**config.mk**
```make
export PLATFORM = sky130hd
export DESIGN_NAME = qTableUpdate
export DESIGN_NICKNAME = d
export VERILOG_FILES = /design/src/rtl/qTableTypesPkg.sv /design/src/rtl/qUpdateCtrlPkg.sv /design/src/rtl/neighborTable.sv /design/src/rtl/knownChTable.sv /design/src/rtl/updateControl.sv /design/src/rtl/qTableUpdate.sv
export VERILOG_INCLUDE_DIRS = /design/src /design/src/rtl
export SDC_FILE = /design/constraint.sdc
export NUM_CORES = 1
export LEC_CHECK = 0
export BUFFER_PORTS_ARGS = -buffer_cell sky130_fd_sc_hd__buf_2
export CELL_PAD_IN_SITES_DETAIL_PLACEMENT = 1
export CELL_PAD_IN_SITES_GLOBAL_PLACEMENT = 2
export CORE_ASPECT_RATIO = 1.25
export CORE_MARGIN = 5
export CORE_UTILIZATION = 50
export DETAILED_ROUTE_END_ITERATION = 16
export PLACE_DENSITY = 0.81
export SYNTH_ARGS = -nofsm -noshare
export SYNTH_HDL_FRONTEND = slang
export SYNTH_SLANG_ARGS = --single-unit
export TNS_END_PERCENT = 100
```
**constraint.sdc**
```tcl
create_clock -name clk -period 11.1 [get_ports clk]
set_input_delay 0.555 -clock clk [delete_from_list [all_inputs] [get_ports clk]]
set_output_delay 0.555 -clock clk [all_outputs]
set_load 0.02 [all_outputs]
```
**src/rtl/qtable_config.svh**
```systemverilog
`ifndef QTABLE_CONFIG_SVH
`define QTABLE_CONFIG_SVH

// one width for every field
// ids, hop counts, energy and q-values alike
`define QT_WORD_WIDTH     16

// table depths
`define QT_NBR_DEPTH      16
`define QT_CH_DEPTH       8

// index widths, log2 of the depths
`define QT_NBR_IDX_WIDTH  4
`define QT_CH_IDX_WIDTH   3

// counts need one more bit to reach the full depth
`define QT_NBR_CNT_WIDTH  5
`define QT_CH_CNT_WIDTH   4

`endif

```
**src/rtl/qTableTypesPkg.sv**
```systemverilog
`include "qtable_config.svh"

package qTableTypesPkg;

    // one table field word
    typedef logic [`QT_WORD_WIDTH-1:0]    qWord_t;

    // neighbor table addressing
    typedef logic [`QT_NBR_IDX_WIDTH-1:0] nbrIdx_t;  // entry select
    typedef logic [`QT_NBR_CNT_WIDTH-1:0] nbrCnt_t;  // 0 .. depth

    // known cluster-head list addressing
    typedef logic [`QT_CH_IDX_WIDTH-1:0]  chIdx_t;
    typedef logic [`QT_CH_CNT_WIDTH-1:0]  chCnt_t;

endpackage

```
**src/rtl/qUpdateCtrlPkg.sv**
```systemverilog
`include "qtable_config.svh"

package qUpdateCtrlPkg;

    // update sequence of the controller
    // one packet walks IDLE -> neighbor scan -> ch scan -> DONE
    typedef enum logic [2:0] {
        IDLE       = 3'd0,  // waiting for en
        CHECK_NBR  = 3'd1,  // compare neighbor entry n
        ADD_NBR    = 3'd2,  // append full entry
        UPDATE_NBR = 3'd3,  // overwrite cluster id, energy, q
        CHECK_CH   = 3'd4,  // compare ch entry k
        ADD_CH     = 3'd5,  // append advertised head
        DONE       = 3'd6   // one cycle done pulse
    } updState_t;

endpackage

```
**src/rtl/neighborTable.sv**
```systemverilog
`timescale 1ns/100ps
`include "qtable_config.svh"

module neighborTable (
    input  logic                    clk,
    input  logic                    nrst,
    input  logic                    nbrAdd,        // append at nbrCount
    input  logic                    nbrUpdate,     // in-place update at nbrWrIdx
    input  qTableTypesPkg::nbrIdx_t nbrWrIdx,
    input  qTableTypesPkg::qWord_t  pktNodeID,
    input  qTableTypesPkg::qWord_t  pktHops,
    input  qTableTypesPkg::qWord_t  pktClusterID,
    input  qTableTypesPkg::qWord_t  pktEnergy,
    input  qTableTypesPkg::qWord_t  pktQValue,
    input  qTableTypesPkg::nbrIdx_t nbrScanIdx,    // controller compare port
    input  qTableTypesPkg::nbrIdx_t nbrRdIdx,      // outside read port
    output qTableTypesPkg::qWord_t  scanNodeID,
    output qTableTypesPkg::qWord_t  rdNodeID,
    output qTableTypesPkg::qWord_t  rdHops,
    output qTableTypesPkg::qWord_t  rdClusterID,
    output qTableTypesPkg::qWord_t  rdEnergy,
    output qTableTypesPkg::qWord_t  rdQValue,
    output qTableTypesPkg::nbrCnt_t nbrCount
);

    // five parallel field banks sharing one row per neighbor
    qTableTypesPkg::qWord_t  nodeIdMem    [`QT_NBR_DEPTH];
    qTableTypesPkg::qWord_t  hopsMem      [`QT_NBR_DEPTH];
    qTableTypesPkg::qWord_t  clusterIdMem [`QT_NBR_DEPTH];
    qTableTypesPkg::qWord_t  energyMem    [`QT_NBR_DEPTH];
    qTableTypesPkg::qWord_t  qValueMem    [`QT_NBR_DEPTH];

    qTableTypesPkg::nbrIdx_t appendIdx;   // next free row
    qTableTypesPkg::nbrIdx_t wrIdx;       // row hit by either write

    // controller stops appends when full so the count stays within depth
    assign appendIdx = nbrCount[`QT_NBR_IDX_WIDTH-1:0];
    assign wrIdx     = nbrAdd ? appendIdx : nbrWrIdx;

    // id and hops only on append
    // stored hops survive an update
    always_ff @(posedge clk) begin
        if (nbrAdd) begin
            nodeIdMem[appendIdx] <= pktNodeID;
            hopsMem[appendIdx]   <= pktHops;
        end
    end

    // fields common to append and update
    always_ff @(posedge clk) begin
        if (nbrAdd || nbrUpdate) begin
            clusterIdMem[wrIdx] <= pktClusterID;
            energyMem[wrIdx]    <= pktEnergy;
            qValueMem[wrIdx]    <= pktQValue;
        end
    end

    // entry counter
    always_ff @(posedge clk) begin
        if (!nrst) begin
            nbrCount <= '0;
        end else if (nbrAdd) begin
            nbrCount <= nbrCount + 1'b1;
        end
    end

    // async scan port for the id compare
    assign scanNodeID = nodeIdMem[nbrScanIdx];

    // async read port for the routing side
    assign rdNodeID    = nodeIdMem[nbrRdIdx];
    assign rdHops      = hopsMem[nbrRdIdx];
    assign rdClusterID = clusterIdMem[nbrRdIdx];
    assign rdEnergy    = energyMem[nbrRdIdx];
    assign rdQValue    = qValueMem[nbrRdIdx];

endmodule

```
**src/rtl/knownChTable.sv**
```systemverilog
`timescale 1ns/100ps
`include "qtable_config.svh"

module knownChTable (
    input  logic                   clk,
    input  logic                   nrst,
    input  logic                   chAdd,        // append strobe
    input  qTableTypesPkg::qWord_t pktKnownCH,   // latched advertised head
    input  qTableTypesPkg::chIdx_t chScanIdx,
    input  qTableTypesPkg::chIdx_t chRdIdx,
    output qTableTypesPkg::qWord_t scanKnownCH,
    output qTableTypesPkg::qWord_t rdKnownCH,
    output qTableTypesPkg::chCnt_t chCount
);

    // list of cluster heads heard so far
    qTableTypesPkg::qWord_t chMem [`QT_CH_DEPTH];

    qTableTypesPkg::chIdx_t appendIdx;

    assign appendIdx = chCount[`QT_CH_IDX_WIDTH-1:0];  // full case filtered upstream

    always_ff @(posedge clk) begin
        if (chAdd) begin
            chMem[appendIdx] <= pktKnownCH;
        end
    end

    // number of valid heads
    always_ff @(posedge clk) begin
        if (!nrst) begin
            chCount <= '0;
        end else if (chAdd) begin
            chCount <= chCount + 1'b1;
        end
    end

    assign scanKnownCH = chMem[chScanIdx];  // compare port
    assign rdKnownCH   = chMem[chRdIdx];    // outside read

endmodule

```
**src/rtl/updateControl.sv**
```systemverilog
`timescale 1ns/100ps
`include "qtable_config.svh"

module updateControl (
    input  logic                    clk,
    input  logic                    nrst,
    input  logic                    en,            // sampled in IDLE only
    input  qTableTypesPkg::qWord_t  fSourceID,
    input  qTableTypesPkg::qWord_t  fSourceHops,
    input  qTableTypesPkg::qWord_t  fClusterID,
    input  qTableTypesPkg::qWord_t  fEnergyLeft,
    input  qTableTypesPkg::qWord_t  fQValue,
    input  qTableTypesPkg::qWord_t  fKnownCH,      // head advertised by the sender
    input  qTableTypesPkg::qWord_t  scanNodeID,    // neighbor id at nbrScanIdx
    input  qTableTypesPkg::qWord_t  scanKnownCH,   // head at chScanIdx
    input  qTableTypesPkg::nbrCnt_t nbrCount,
    input  qTableTypesPkg::chCnt_t  chCount,
    output logic                    busy,
    output logic                    done,
    output qTableTypesPkg::nbrIdx_t nbrScanIdx,
    output qTableTypesPkg::nbrIdx_t nbrWrIdx,
    output qTableTypesPkg::chIdx_t  chScanIdx,
    output logic                    nbrAdd,
    output logic                    nbrUpdate,
    output logic                    chAdd,
    output qTableTypesPkg::qWord_t  pktNodeID,
    output qTableTypesPkg::qWord_t  pktHops,
    output qTableTypesPkg::qWord_t  pktClusterID,
    output qTableTypesPkg::qWord_t  pktEnergy,
    output qTableTypesPkg::qWord_t  pktQValue,
    output qTableTypesPkg::qWord_t  pktKnownCH
);

    localparam qTableTypesPkg::nbrCnt_t NbrDepth = `QT_NBR_DEPTH;
    localparam qTableTypesPkg::chCnt_t  ChDepth  = `QT_CH_DEPTH;

    qUpdateCtrlPkg::updState_t state;
    qUpdateCtrlPkg::updState_t nextState;

    qTableTypesPkg::nbrCnt_t   n;   // neighbor scan position
    qTableTypesPkg::chCnt_t    k;   // ch scan position

    logic nbrScanEnd;   // every stored neighbor compared
    logic nbrHit;
    logic chScanEnd;
    logic chHit;

    logic pktLoad;

    assign pktLoad = (state == qUpdateCtrlPkg::IDLE) && en;

    // scan positions run one past the last entry, index drops the top bit
    assign nbrScanIdx = n[`QT_NBR_IDX_WIDTH-1:0];
    assign chScanIdx  = k[`QT_CH_IDX_WIDTH-1:0];

    assign nbrScanEnd = (n == nbrCount);
    assign nbrHit     = !nbrScanEnd && (scanNodeID == pktNodeID);  // stale row ignored
    assign chScanEnd  = (k == chCount);
    assign chHit      = !chScanEnd && (scanKnownCH == pktKnownCH);

    // packet latch
    always_ff @(posedge clk) begin
        if (pktLoad) begin
            pktNodeID    <= fSourceID;
            pktHops      <= fSourceHops;
            pktClusterID <= fClusterID;
            pktEnergy    <= fEnergyLeft;
            pktQValue    <= fQValue;
            pktKnownCH   <= fKnownCH;
        end
    end

    // next-state decode
    always_comb begin
        nextState = state;
        case (state)
            qUpdateCtrlPkg::IDLE: begin
                if (en) begin
                    nextState = qUpdateCtrlPkg::CHECK_NBR;
                end
            end
            qUpdateCtrlPkg::CHECK_NBR: begin
                if (nbrHit) begin
                    nextState = qUpdateCtrlPkg::UPDATE_NBR;
                end else if (nbrScanEnd) begin
                    // full table drops the neighbor data, ch still checked
                    nextState = (nbrCount < NbrDepth) ? qUpdateCtrlPkg::ADD_NBR
                                                      : qUpdateCtrlPkg::CHECK_CH;
                end
            end
            qUpdateCtrlPkg::ADD_NBR,
            qUpdateCtrlPkg::UPDATE_NBR: begin
                nextState = qUpdateCtrlPkg::CHECK_CH;  // write lands on this edge
            end
            qUpdateCtrlPkg::CHECK_CH: begin
                if (chHit) begin
                    nextState = qUpdateCtrlPkg::DONE;  // head already known
                end else if (chScanEnd) begin
                    nextState = (chCount < ChDepth) ? qUpdateCtrlPkg::ADD_CH
                                                    : qUpdateCtrlPkg::DONE;
                end
            end
            qUpdateCtrlPkg::ADD_CH: begin
                nextState = qUpdateCtrlPkg::DONE;
            end
            qUpdateCtrlPkg::DONE: begin
                nextState = qUpdateCtrlPkg::IDLE;
            end
            default: begin
                nextState = qUpdateCtrlPkg::IDLE;
            end
        endcase
    end

    // state and scan counters
    always_ff @(posedge clk) begin
        if (!nrst) begin
            state <= qUpdateCtrlPkg::IDLE;
            n     <= '0;
            k     <= '0;
        end else begin
            state <= nextState;
            // n steps only on a miss, parks on the match otherwise
            if (state != qUpdateCtrlPkg::CHECK_NBR) begin
                n <= '0;
            end else if (!nbrHit && !nbrScanEnd) begin
                n <= n + 1'b1;
            end
            if (state != qUpdateCtrlPkg::CHECK_CH) begin
                k <= '0;
            end else if (!chHit && !chScanEnd) begin
                k <= k + 1'b1;
            end
        end
    end

    // row of the last compare, valid in UPDATE_NBR
    always_ff @(posedge clk) begin
        if (state == qUpdateCtrlPkg::CHECK_NBR) begin
            nbrWrIdx <= nbrScanIdx;
        end
    end

    // outputs straight from state
    assign busy      = (state != qUpdateCtrlPkg::IDLE);
    assign done      = (state == qUpdateCtrlPkg::DONE);      // busy still high here
    assign nbrAdd    = (state == qUpdateCtrlPkg::ADD_NBR);
    assign nbrUpdate = (state == qUpdateCtrlPkg::UPDATE_NBR);
    assign chAdd     = (state == qUpdateCtrlPkg::ADD_CH);

endmodule

```
**src/rtl/qTableUpdate.sv**
```systemverilog
`timescale 1ns/100ps

module qTableUpdate (
    input  logic                    clk,
    input  logic                    nrst,
    input  logic                    en,
    input  qTableTypesPkg::qWord_t  fSourceID,
    input  qTableTypesPkg::qWord_t  fSourceHops,
    input  qTableTypesPkg::qWord_t  fClusterID,
    input  qTableTypesPkg::qWord_t  fEnergyLeft,
    input  qTableTypesPkg::qWord_t  fQValue,
    input  qTableTypesPkg::qWord_t  fKnownCH,
    input  qTableTypesPkg::nbrIdx_t nbrRdIdx,
    input  qTableTypesPkg::chIdx_t  chRdIdx,
    output logic                    busy,
    output logic                    done,
    output qTableTypesPkg::nbrCnt_t nbrCount,
    output qTableTypesPkg::chCnt_t  chCount,
    output qTableTypesPkg::qWord_t  rdNodeID,
    output qTableTypesPkg::qWord_t  rdHops,
    output qTableTypesPkg::qWord_t  rdClusterID,
    output qTableTypesPkg::qWord_t  rdEnergy,
    output qTableTypesPkg::qWord_t  rdQValue,
    output qTableTypesPkg::qWord_t  rdKnownCH
);

    // controller <-> tables
    qTableTypesPkg::qWord_t  scanNodeID;
    qTableTypesPkg::qWord_t  scanKnownCH;
    qTableTypesPkg::nbrIdx_t nbrScanIdx;
    qTableTypesPkg::nbrIdx_t nbrWrIdx;
    qTableTypesPkg::chIdx_t  chScanIdx;
    logic                    nbrAdd;
    logic                    nbrUpdate;
    logic                    chAdd;

    // latched packet, write data for both tables
    qTableTypesPkg::qWord_t  pktNodeID;
    qTableTypesPkg::qWord_t  pktHops;
    qTableTypesPkg::qWord_t  pktClusterID;
    qTableTypesPkg::qWord_t  pktEnergy;
    qTableTypesPkg::qWord_t  pktQValue;
    qTableTypesPkg::qWord_t  pktKnownCH;

    updateControl ctrl_i (
        .clk          (clk),
        .nrst         (nrst),
        .en           (en),
        .fSourceID    (fSourceID),
        .fSourceHops  (fSourceHops),
        .fClusterID   (fClusterID),
        .fEnergyLeft  (fEnergyLeft),
        .fQValue      (fQValue),
        .fKnownCH     (fKnownCH),
        .scanNodeID   (scanNodeID),
        .scanKnownCH  (scanKnownCH),
        .nbrCount     (nbrCount),
        .chCount      (chCount),
        .busy         (busy),
        .done         (done),
        .nbrScanIdx   (nbrScanIdx),
        .nbrWrIdx     (nbrWrIdx),
        .chScanIdx    (chScanIdx),
        .nbrAdd       (nbrAdd),
        .nbrUpdate    (nbrUpdate),
        .chAdd        (chAdd),
        .pktNodeID    (pktNodeID),
        .pktHops      (pktHops),
        .pktClusterID (pktClusterID),
        .pktEnergy    (pktEnergy),
        .pktQValue    (pktQValue),
        .pktKnownCH   (pktKnownCH)
    );

    neighborTable nbrTable_i (
        .clk          (clk),
        .nrst         (nrst),
        .nbrAdd       (nbrAdd),
        .nbrUpdate    (nbrUpdate),
        .nbrWrIdx     (nbrWrIdx),
        .pktNodeID    (pktNodeID),
        .pktHops      (pktHops),
        .pktClusterID (pktClusterID),
        .pktEnergy    (pktEnergy),
        .pktQValue    (pktQValue),
        .nbrScanIdx   (nbrScanIdx),
        .nbrRdIdx     (nbrRdIdx),
        .scanNodeID   (scanNodeID),
        .rdNodeID     (rdNodeID),
        .rdHops       (rdHops),
        .rdClusterID  (rdClusterID),
        .rdEnergy     (rdEnergy),
        .rdQValue     (rdQValue),
        .nbrCount     (nbrCount)
    );

    knownChTable chTable_i (
        .clk          (clk),
        .nrst         (nrst),
        .chAdd        (chAdd),
        .pktKnownCH   (pktKnownCH),
        .chScanIdx    (chScanIdx),
        .chRdIdx      (chRdIdx),
        .scanKnownCH  (scanKnownCH),
        .rdKnownCH    (rdKnownCH),
        .chCount      (chCount)
    );

endmodule

```
==> out/qor.txt, run 1 <==
starting density of the core - 0.5041
via count of the first global-routing pass - 31440
Tot Pwr - 12.28 mW
maximum buffer depth of the clock tree - 3
mux cell area share after synthesis - 0.2066
maximum clock frequency - 0.2010 GHz
r2r worst-path depth - 9
capturing point of the worst reg2reg path - ctrl_i.state[1]$_SDFFE_PN0P_
Static Leak - 21.74 nW
Max Slew Vio Count - 0
Floorplan Core Area - 120100 µm²
fraction of layout cells with a size suffix above 1 - 0.3558
switching part of the total power - 0.2121
CP Launch Type - primary input
fraction of power consumed by the clock network - 0.420
placed standard-cell area - 63800 µm²
area fraction in compound gates after synthesis - 0.004898
Post-synth EDFFs - 1508
post-CTS setup buffer count - 0
Post-Synth XOR/XNOR Area - 0.008245
top post-synthesis cells by area - sky130_fd_sc_hd__edfxtp_1 75%, sky130_fd_sc_hd__mux4_2 19%, sky130_fd_sc_hd__dfxtp_1 0.93%, sky130_fd_sc_hd__mux2i_1 0.88%, sky130_fd_sc_hd__xnor2_1 0.56%
number of violations reported at the end of detailed-routing iteration 0 - 2777
quantity of gates resized following cts - 0
simple logic cell fraction of the synthesized area - 0.01192
# clock sinks - 1536
RSZ-0062 raised after global routing - false
Maximum Capacitance Violations - 0
TritonCTS clock tree - yes
DRC violations left - 0
Clock Tree Root - sky130_fd_sc_hd__clkbuf_16
maximum fanout along the worst path - 133
Fin. Hold Viols - 0
Total Wirelength - 150000 µm
Die Outline Area - 128200 µm²
Final #Nets - 3023
total nets after synthesis - 2637
category of the critical setup timing path - primary input to primary output
detailed-route vias per instance - 6.244
relative max-transition margin - 0.1624
Area Overhead vs Synth - 15.27%
largest family of logic cells by synthesized area - multiplexers
number of nets still failing antenna checks after routing - 0
status - finished, final reports clean
die extent in y - 399.1 µm
global-route wire length before repair - 220000 µm
Reg power frac - 0.536
setup slack on the worst flop-to-flop path - 6660 ps
Seq/Total Area, Yosys - 0.7572
post-route fraction of the period consumed by the critical path - 0.4482
Req. time, crit path - 10550 ps
part of the power in combinational logic - 0.044
Post-Synthesis Cells - 2524
pin count of the biggest net entering global routing - 134
cell with the most instances after synthesis - sky130_fd_sc_hd__edfxtp_1
startpoint of the worst setup timing path - nbrRdIdx[1]
async set-reset flop share out of synthesis - 0
horizontal die dimension - 321.2 µm
count of unique library cells instantiated by Yosys - 45
number of antenna violations at the first check in global routing - 12
switching power - 2.604 mW
Worst-Skew Late Latency - 790 ps
via total after detailed routing - 28870
total congestion overflow - 0
design internal power - 9.674 mW
Mapped Avg Cell Area - 23.99 µm²
GRT Util Overall - 0.2373
total number of H-tree levels - 4
Port Buf Inserts - 212
leading cell types by count after synthesis - 1508 x sky130_fd_sc_hd__edfxtp_1, 524 x sky130_fd_sc_hd__mux4_2, 83 x sky130_fd_sc_hd__clkbuf_1
Sum Neg Setup Slack - 0 ps
final instance area - 69790 µm²
classification of the worst-slack hold path - primary input to flip-flop
post-detailed-placement half-perimeter wirelength - 78950 µm
Site Rows - 142
clock-pin transition on the worst setup and hold timing paths - 60 ps
final setup skew - 27.23 ps
fin crit period - 4975 ps
Post-Synthesis Cell Area - 60550 µm²
cts bufs inserted - 151
average wire per cell in the routed design - 32.45 µm
CP endpoint - rdQValue[14]
number of flip-flops and latches in the synthesized netlist - 1536
worst setup slack after placement - 6157 ps
share of Yosys cell area claimed by the top area cell type - 0.7479
number of optimization iterations in the first detailed-route pass - 5
share of the core filled with cells in the final layout - 0.5811
Setup violations, final - 0
Peak VDD IR - 0.1461 mV
category of the worst setup path capture point - primary output
setup slack after layout - 6125 ps
PD cells - 175.9 nW/µm²
main flop type after synthesis - sky130_fd_sc_hd__edfxtp_1
largest area contributor in the synthesized netlist - sky130_fd_sc_hd__edfxtp_1
gpl congestion - 0.7729
total number of yosys warnings - 0
adder-cell share of the synthesized area - 0.001447
actual transition at the worst max-transition pin - 1256 ps
ports placed on the boundary - 213
Worst EP arrival - 4420 ps
## timing repair
| action | 4_1_cts | 5_1_grt |
|---|---|---|
| endpoints found under the setup margin | 0 | 0 |
| hold buffers | 96 | 0 |
| hold endpoints to repair | 96 | 0 |
## cell usage in the layout, fill, tap and decap left out, types with 5 or more instances in the layout
master	n
sky130_fd_sc_hd__edfxtp_1	1508
sky130_fd_sc_hd__mux4_2	524
sky130_fd_sc_hd__buf_2	208
sky130_fd_sc_hd__clkbuf_16	154
sky130_fd_sc_hd__dlygate4sd3_1	96
sky130_fd_sc_hd__buf_4	61
sky130_fd_sc_hd__mux2i_1	53
sky130_fd_sc_hd__xnor2_1	39
sky130_fd_sc_hd__clkinv_1	35
sky130_fd_sc_hd__nor2_4	29
sky130_fd_sc_hd__nand2_1	26
sky130_fd_sc_hd__dfxtp_1	23
sky130_fd_sc_hd__clkinv_2	23
sky130_fd_sc_hd__clkbuf_1	21
sky130_fd_sc_hd__xor2_1	18
sky130_fd_sc_hd__bufinv_16	17
sky130_fd_sc_hd__mux2_2	16
sky130_fd_sc_hd__nor2_1	14
sky130_fd_sc_hd__nand3_1	10
sky130_fd_sc_hd__nor3_1	9
sky130_fd_sc_hd__and2_1	9
sky130_fd_sc_hd__a21oi_1	9
sky130_fd_sc_hd__nand2b_1	8
sky130_fd_sc_hd__nor2b_1	7
sky130_fd_sc_hd__nand4_1	7
sky130_fd_sc_hd__ha_1	7
sky130_fd_sc_hd__diode_2	6
sky130_fd_sc_hd__o21ai_0	6
sky130_fd_sc_hd__clkinvlp_4	6
sky130_fd_sc_hd__inv_1	5
sky130_fd_sc_hd__a31oi_1	5
sky130_fd_sc_hd__nor4_1	5
sky130_fd_sc_hd__inv_6	5
sky130_fd_sc_hd__clkinv_4	5
## logic make-up (layout without fill, tap and decap cells)
| family | count (synthesis) | in the layout |
|---|---|---|
| AOI/OAI and AO/OA | 42 | 42 |
| xor gates and xnor gates | 57 | 57 |
| adders and majority gates | 7 | 7 |
| buffers and inverters | 141 | 650 |
| DFF | 1536 | 1536 |
| muxes | 593 | 593 |
| other | 0 | 6 |
| and+or+nand+nor | 148 | 148 |
## metrics by stage
step,hold slack (ps),std cells
6_report,163.1,4623
5_1_grt,144.0,4621
4_1_cts,107.7,4617
3_5_place_dp,483.0,4245
3_3_place_gp,469.3,4245
2_1_floorplan,454.2,2524
## worst max-delay path, cell delays in order
cell                     delay [ps]
sky130_fd_sc_hd__buf_8          630
sky130_fd_sc_hd__buf_4          930
sky130_fd_sc_hd__buf_12         620
sky130_fd_sc_hd__mux4_2         420
sky130_fd_sc_hd__mux4_2         550
sky130_fd_sc_hd__buf_2          200
## cell type report
| class | count | area, µm² |
|---|---|---|
| antenna | 6 | 15.01 |
| clock buffer | 175 | 3933 |
| clock inverter | 101 | 1084 |
| fill | 9994 | 50310 |
| inverter | 5 | 18.77 |
| multi-input combinational | 847 | 14390 |
| sequential | 1536 | 45850 |
| tap | 1584 | 1982 |
| timing repair buffer | 369 | 2521 |
## layer usage
metal  track usage  vias to the layer above  wire length, µm
li1              -                    11710                -
met1        0.3052                    15690            55740
met2        0.4113                     1219            78680
met3       0.05195                      235            11590
met4       0.06926                        8             3923
met5             0                        -               56
## worst min-delay path by stage
stage | startpoint | to | slack, ps | cells after the start
final | nrst | ctrl_i.state[0]$_SDFFE_PN0P_ | 160 | 2
after global routing | nrst | ctrl_i.state[0]$_SDFFE_PN0P_ | 140 | 2
after CTS | nrst | ctrl_i.state[0]$_SDFFE_PN0P_ | 110 | 2
after detailed placement | ctrl_i.n[4]$_SDFFE_PP0N_ | ctrl_i.n[4]$_SDFFE_PP0N_ | 480 | 2
after global placement | ctrl_i.n[4]$_SDFFE_PP0N_ | ctrl_i.n[4]$_SDFFE_PP0N_ | 470 | 2
after floorplan | ctrl_i.n[4]$_SDFFE_PP0N_ | ctrl_i.n[4]$_SDFFE_PP0N_ | 450 | 2
## power groups by stage
stage	registers (mW)	logic, mW	clock network [mW]
after floorplan	6.66	0.342	0
after global placement	6.68	0.511	0
after detailed placement	6.70	0.521	0
after CTS	6.58	0.554	5.25
after global routing	6.59	0.576	5.56
final	6.58	0.545	5.16
## registers in the layout (all words and copies together), names as in the netlist, named ones only
name,cells
ctrl_i.pktEnergy,16
chTable_i.chCount,4
ctrl_i.pktQValue,16
nbrTable_i.energyMem,256
ctrl_i.pktNodeID,16
ctrl_i.pktHops,16
nbrTable_i.nodeIdMem,256
ctrl_i.pktClusterID,16
nbrTable_i.qValueMem,256
ctrl_i.state,3
ctrl_i.k,4
ctrl_i.nbrWrIdx,4
nbrTable_i.nbrCount,5
nbrTable_i.hopsMem,256
nbrTable_i.clusterIdMem,256
ctrl_i.n,5
chTable_i.chMem,128
ctrl_i.pktKnownCH,16
Power figures use the tool's default switching activity.
==> run 2, diff against run 1 <==
clock period = 5.16 ns   (was 11.1 ns; I/O delays follow)
==> run 2 against run 1 <==
Sequential power grew 120%. Core utilization down 0.096 points. Sequential share of layout area increased by 0.11 points. Via count grew 0.44%. Worst setup slack lost 5100 ps. Cell area shrank 0.16%. Combinational power increased by 120%. Routed wire length decreased by 0.22%. Global-route usage about the same. Non-clock buffer count is 15 higher.
==> out/qor.txt, run 2 (synthesis gave the netlist of run 1 again) <==
cts bufs inserted - 148 (-2.0%)
maximum buffer depth of the clock tree - 3 (unchanged)
relative max-transition margin - 0.1491 (-0.01330)
post-detailed-placement half-perimeter wirelength - 84710 µm (+7.3%)
total congestion overflow - 0 (unchanged)
setup slack after layout - 1039 ps (-5086 ps)
via total after detailed routing - 28990 (+0.44%)
r2r worst-path depth - 8 (-1)
# clock sinks - 1536 (unchanged)
fin crit period - 4121 ps
fraction of layout cells with a size suffix above 1 - 0.3535 (-0.002251)
Site Rows - 142 (unchanged)
gpl congestion - 0.7716 (-0.17%)
number of violations reported at the end of detailed-routing iteration 0 - 2889 (+4.0%)
number of optimization iterations in the first detailed-route pass - 5 (unchanged)
detailed-route vias per instance - 6.263 (+0.31%)
Critical-path top delay cell - sky130_fd_sc_hd__a2111oi_4
pin count of the biggest net entering global routing - 94 (-30%)
Tot Pwr - 25.72 mW (+110%)
Post-Layout Cell Count - 4629 (+0.13%)
worst setup slack after placement - 1005 ps (-5152 ps)
starting density of the core - 0.5041 (unchanged)
Final #Nets - 3035 (+0.40%)
via count of the first global-routing pass - 31490 (+0.16%)
maximum fanout along the worst path - 20 (-85%)
maximum clock frequency - 0.2427 GHz
family with the most delay on the worst path - compound AO/OA/AOI/OAI gates
final setup skew - 40.34 ps (+13.11 ps)
Worst-Skew Late Latency - 790 ps (about the same)
Static Leak - 21.68 nW (-0.28%)
RSZ-0062 raised after global routing - false
placed standard-cell area - 64090 µm² (+0.45%)
category of the worst setup path capture point - flip-flop
category of the critical setup timing path - flip-flop to flip-flop
Filler Cell Count - 9940 (-0.54%)
number of antenna violations at the first check in global routing - 6 (-6)
Crit path buffers/inverters - 1 (-3)
DRC violations left - 0 (unchanged)
share of the core filled with cells in the final layout - 0.5801 (-0.0009590)
Req. time, crit path - 5850 ps (-4700 ps)
number of cells in the design after placement - 4259 (+0.33%)
most used cells in the layout excluding fill and tap cells - 1508 x sky130_fd_sc_hd__edfxtp_1, 524 x sky130_fd_sc_hd__mux4_2, 208 x sky130_fd_sc_hd__buf_2
Sum Neg Setup Slack - 0 ps (unchanged)
ports placed on the boundary - 213 (unchanged)
Setup violations, final - 0 (unchanged)
Area Overhead vs Synth - 15.08%
tightest hold margin - 44.32 ps (-118.7 ps)
post-CTS setup buffer count - 0 (unchanged)
status - finished, final reports clean
total number of H-tree levels - 4 (unchanged)
final instance area - 69680 µm² (-0.16%)
number of nets still failing antenna checks after routing - 0 (unchanged)
Worst EP arrival - 4810 ps (+390 ps)
Floorplan Core Area - 120100 µm² (unchanged)
crit path cell chain - buf_4 -> mux4_2 -> mux4_2 -> xnor2_1 -> nand4_1 -> a2111oi_4 -> o21ai_1 -> a21oi_1
largest stage delay on the critical path - 820 ps (-110 ps)
Total Wirelength - 149700 µm (-0.22%)
horizontal die dimension - 321.2 µm (unchanged)
post-route fraction of the period consumed by the critical path - 0.7986
actual transition at the worst max-transition pin - 1276 ps (+19.95 ps)
CP Launch Type - flip-flop
clock-pin transition on the worst setup and hold timing paths - 60 ps (about the same)
Fin. Hold Viols - 0 (unchanged)
average wire per cell in the routed design - 32.33 µm (-0.35%)
GRT Util Overall - 0.2370 (-0.0002567)
TritonCTS clock tree - yes
library cell appearing most often on the critical path - sky130_fd_sc_hd__mux4_2
classification of the worst-slack hold path - primary input to flip-flop
Peak VDD IR - 0.3471 mV (+140%)
Maximum Capacitance Violations - 0 (unchanged)
Max Slew Vio Count - 0 (unchanged)
most common library cell in the layout ignoring fill and taps - sky130_fd_sc_hd__edfxtp_1
worst hold stages - 3 (+1)
PD cells - 369.2 nW/µm² (+110%)
global-route wire length before repair - 220500 µm (+0.20%)
Die Outline Area - 128200 µm² (unchanged)
Port Buf Inserts - 212 (unchanged)
total number of cells along the worst setup path - 8 (+2)
die extent in y - 399.1 µm (unchanged)
Clock Tree Root - sky130_fd_sc_hd__clkbuf_16
[run 2: cell count changes in the layout (fill, tap and decap cells not counted), moves of 3 or more]
cell	previous run	this run
sky130_fd_sc_hd__buf_12	1	16
sky130_fd_sc_hd__bufinv_16	17	7
sky130_fd_sc_hd__clkbuf_1	21	33
sky130_fd_sc_hd__clkbuf_16	154	149
sky130_fd_sc_hd__clkinv_1	35	32
sky130_fd_sc_hd__clkinv_4	5	1
sky130_fd_sc_hd__inv_6	5	8
[run 2: cell type report]
type,count,area [µm²],share of cell area
sequential,1536,45850,0.6581
clock buffer,184,3880,0.05568
antenna,4,10.01,0.0001437
inverter,5,18.77,0.0002694
clock inverter,85,728.2,0.01045
timing repair buffer,384,2824,0.04053
multi-input combinational,847,14380,0.2064
tap,1584,1982,0.02844
[run 2: worst register-to-register path: cells and delay by family, from the launching register on]
kind / cells / cell delay, ps
muxes: 2 / 1040
buffers and inverters: 1 / 460
xor gates and xnor gates: 1 / 260
and+or+nand+nor: 1 / 180
AOI/OAI and AO/OA: 3 / 1320
DFF: 1 / 770
[run 2: what timing repair did]
item                                   4_1_cts  5_1_grt
endpoints found under the hold margin      119        0
resized for setup                            0        0
hold buffers                                97        0
[run 2: per-layer routing]
metal,track usage,part of all wire
met1,0.3101,0.37
met2,0.4104,0.53
met4,0.07361,0.029
met3,0.04234,0.069
met5,0,0
[run 2: power breakdown]
part,switching [mW],internal (mW),total (mW)
sequential,0.248,13.9,14.2
clock,4.63,5.74,10.4
combinational,0.652,0.542,1.19
total,5.53,20.2,25.7
[run 2: worst paths after layout]
path,startpoint,endpoint,slack [ps]
min reg2reg,ctrl_i.n[4]$_SDFFE_PP0N_,ctrl_i.n[4]$_SDFFE_PP0N_,510
max reg2reg,flip-flop,flip-flop,1040
min,en,ctrl_i.pktHops[6]$_DFFE_PP_,40
max,flip-flop,flip-flop,1040
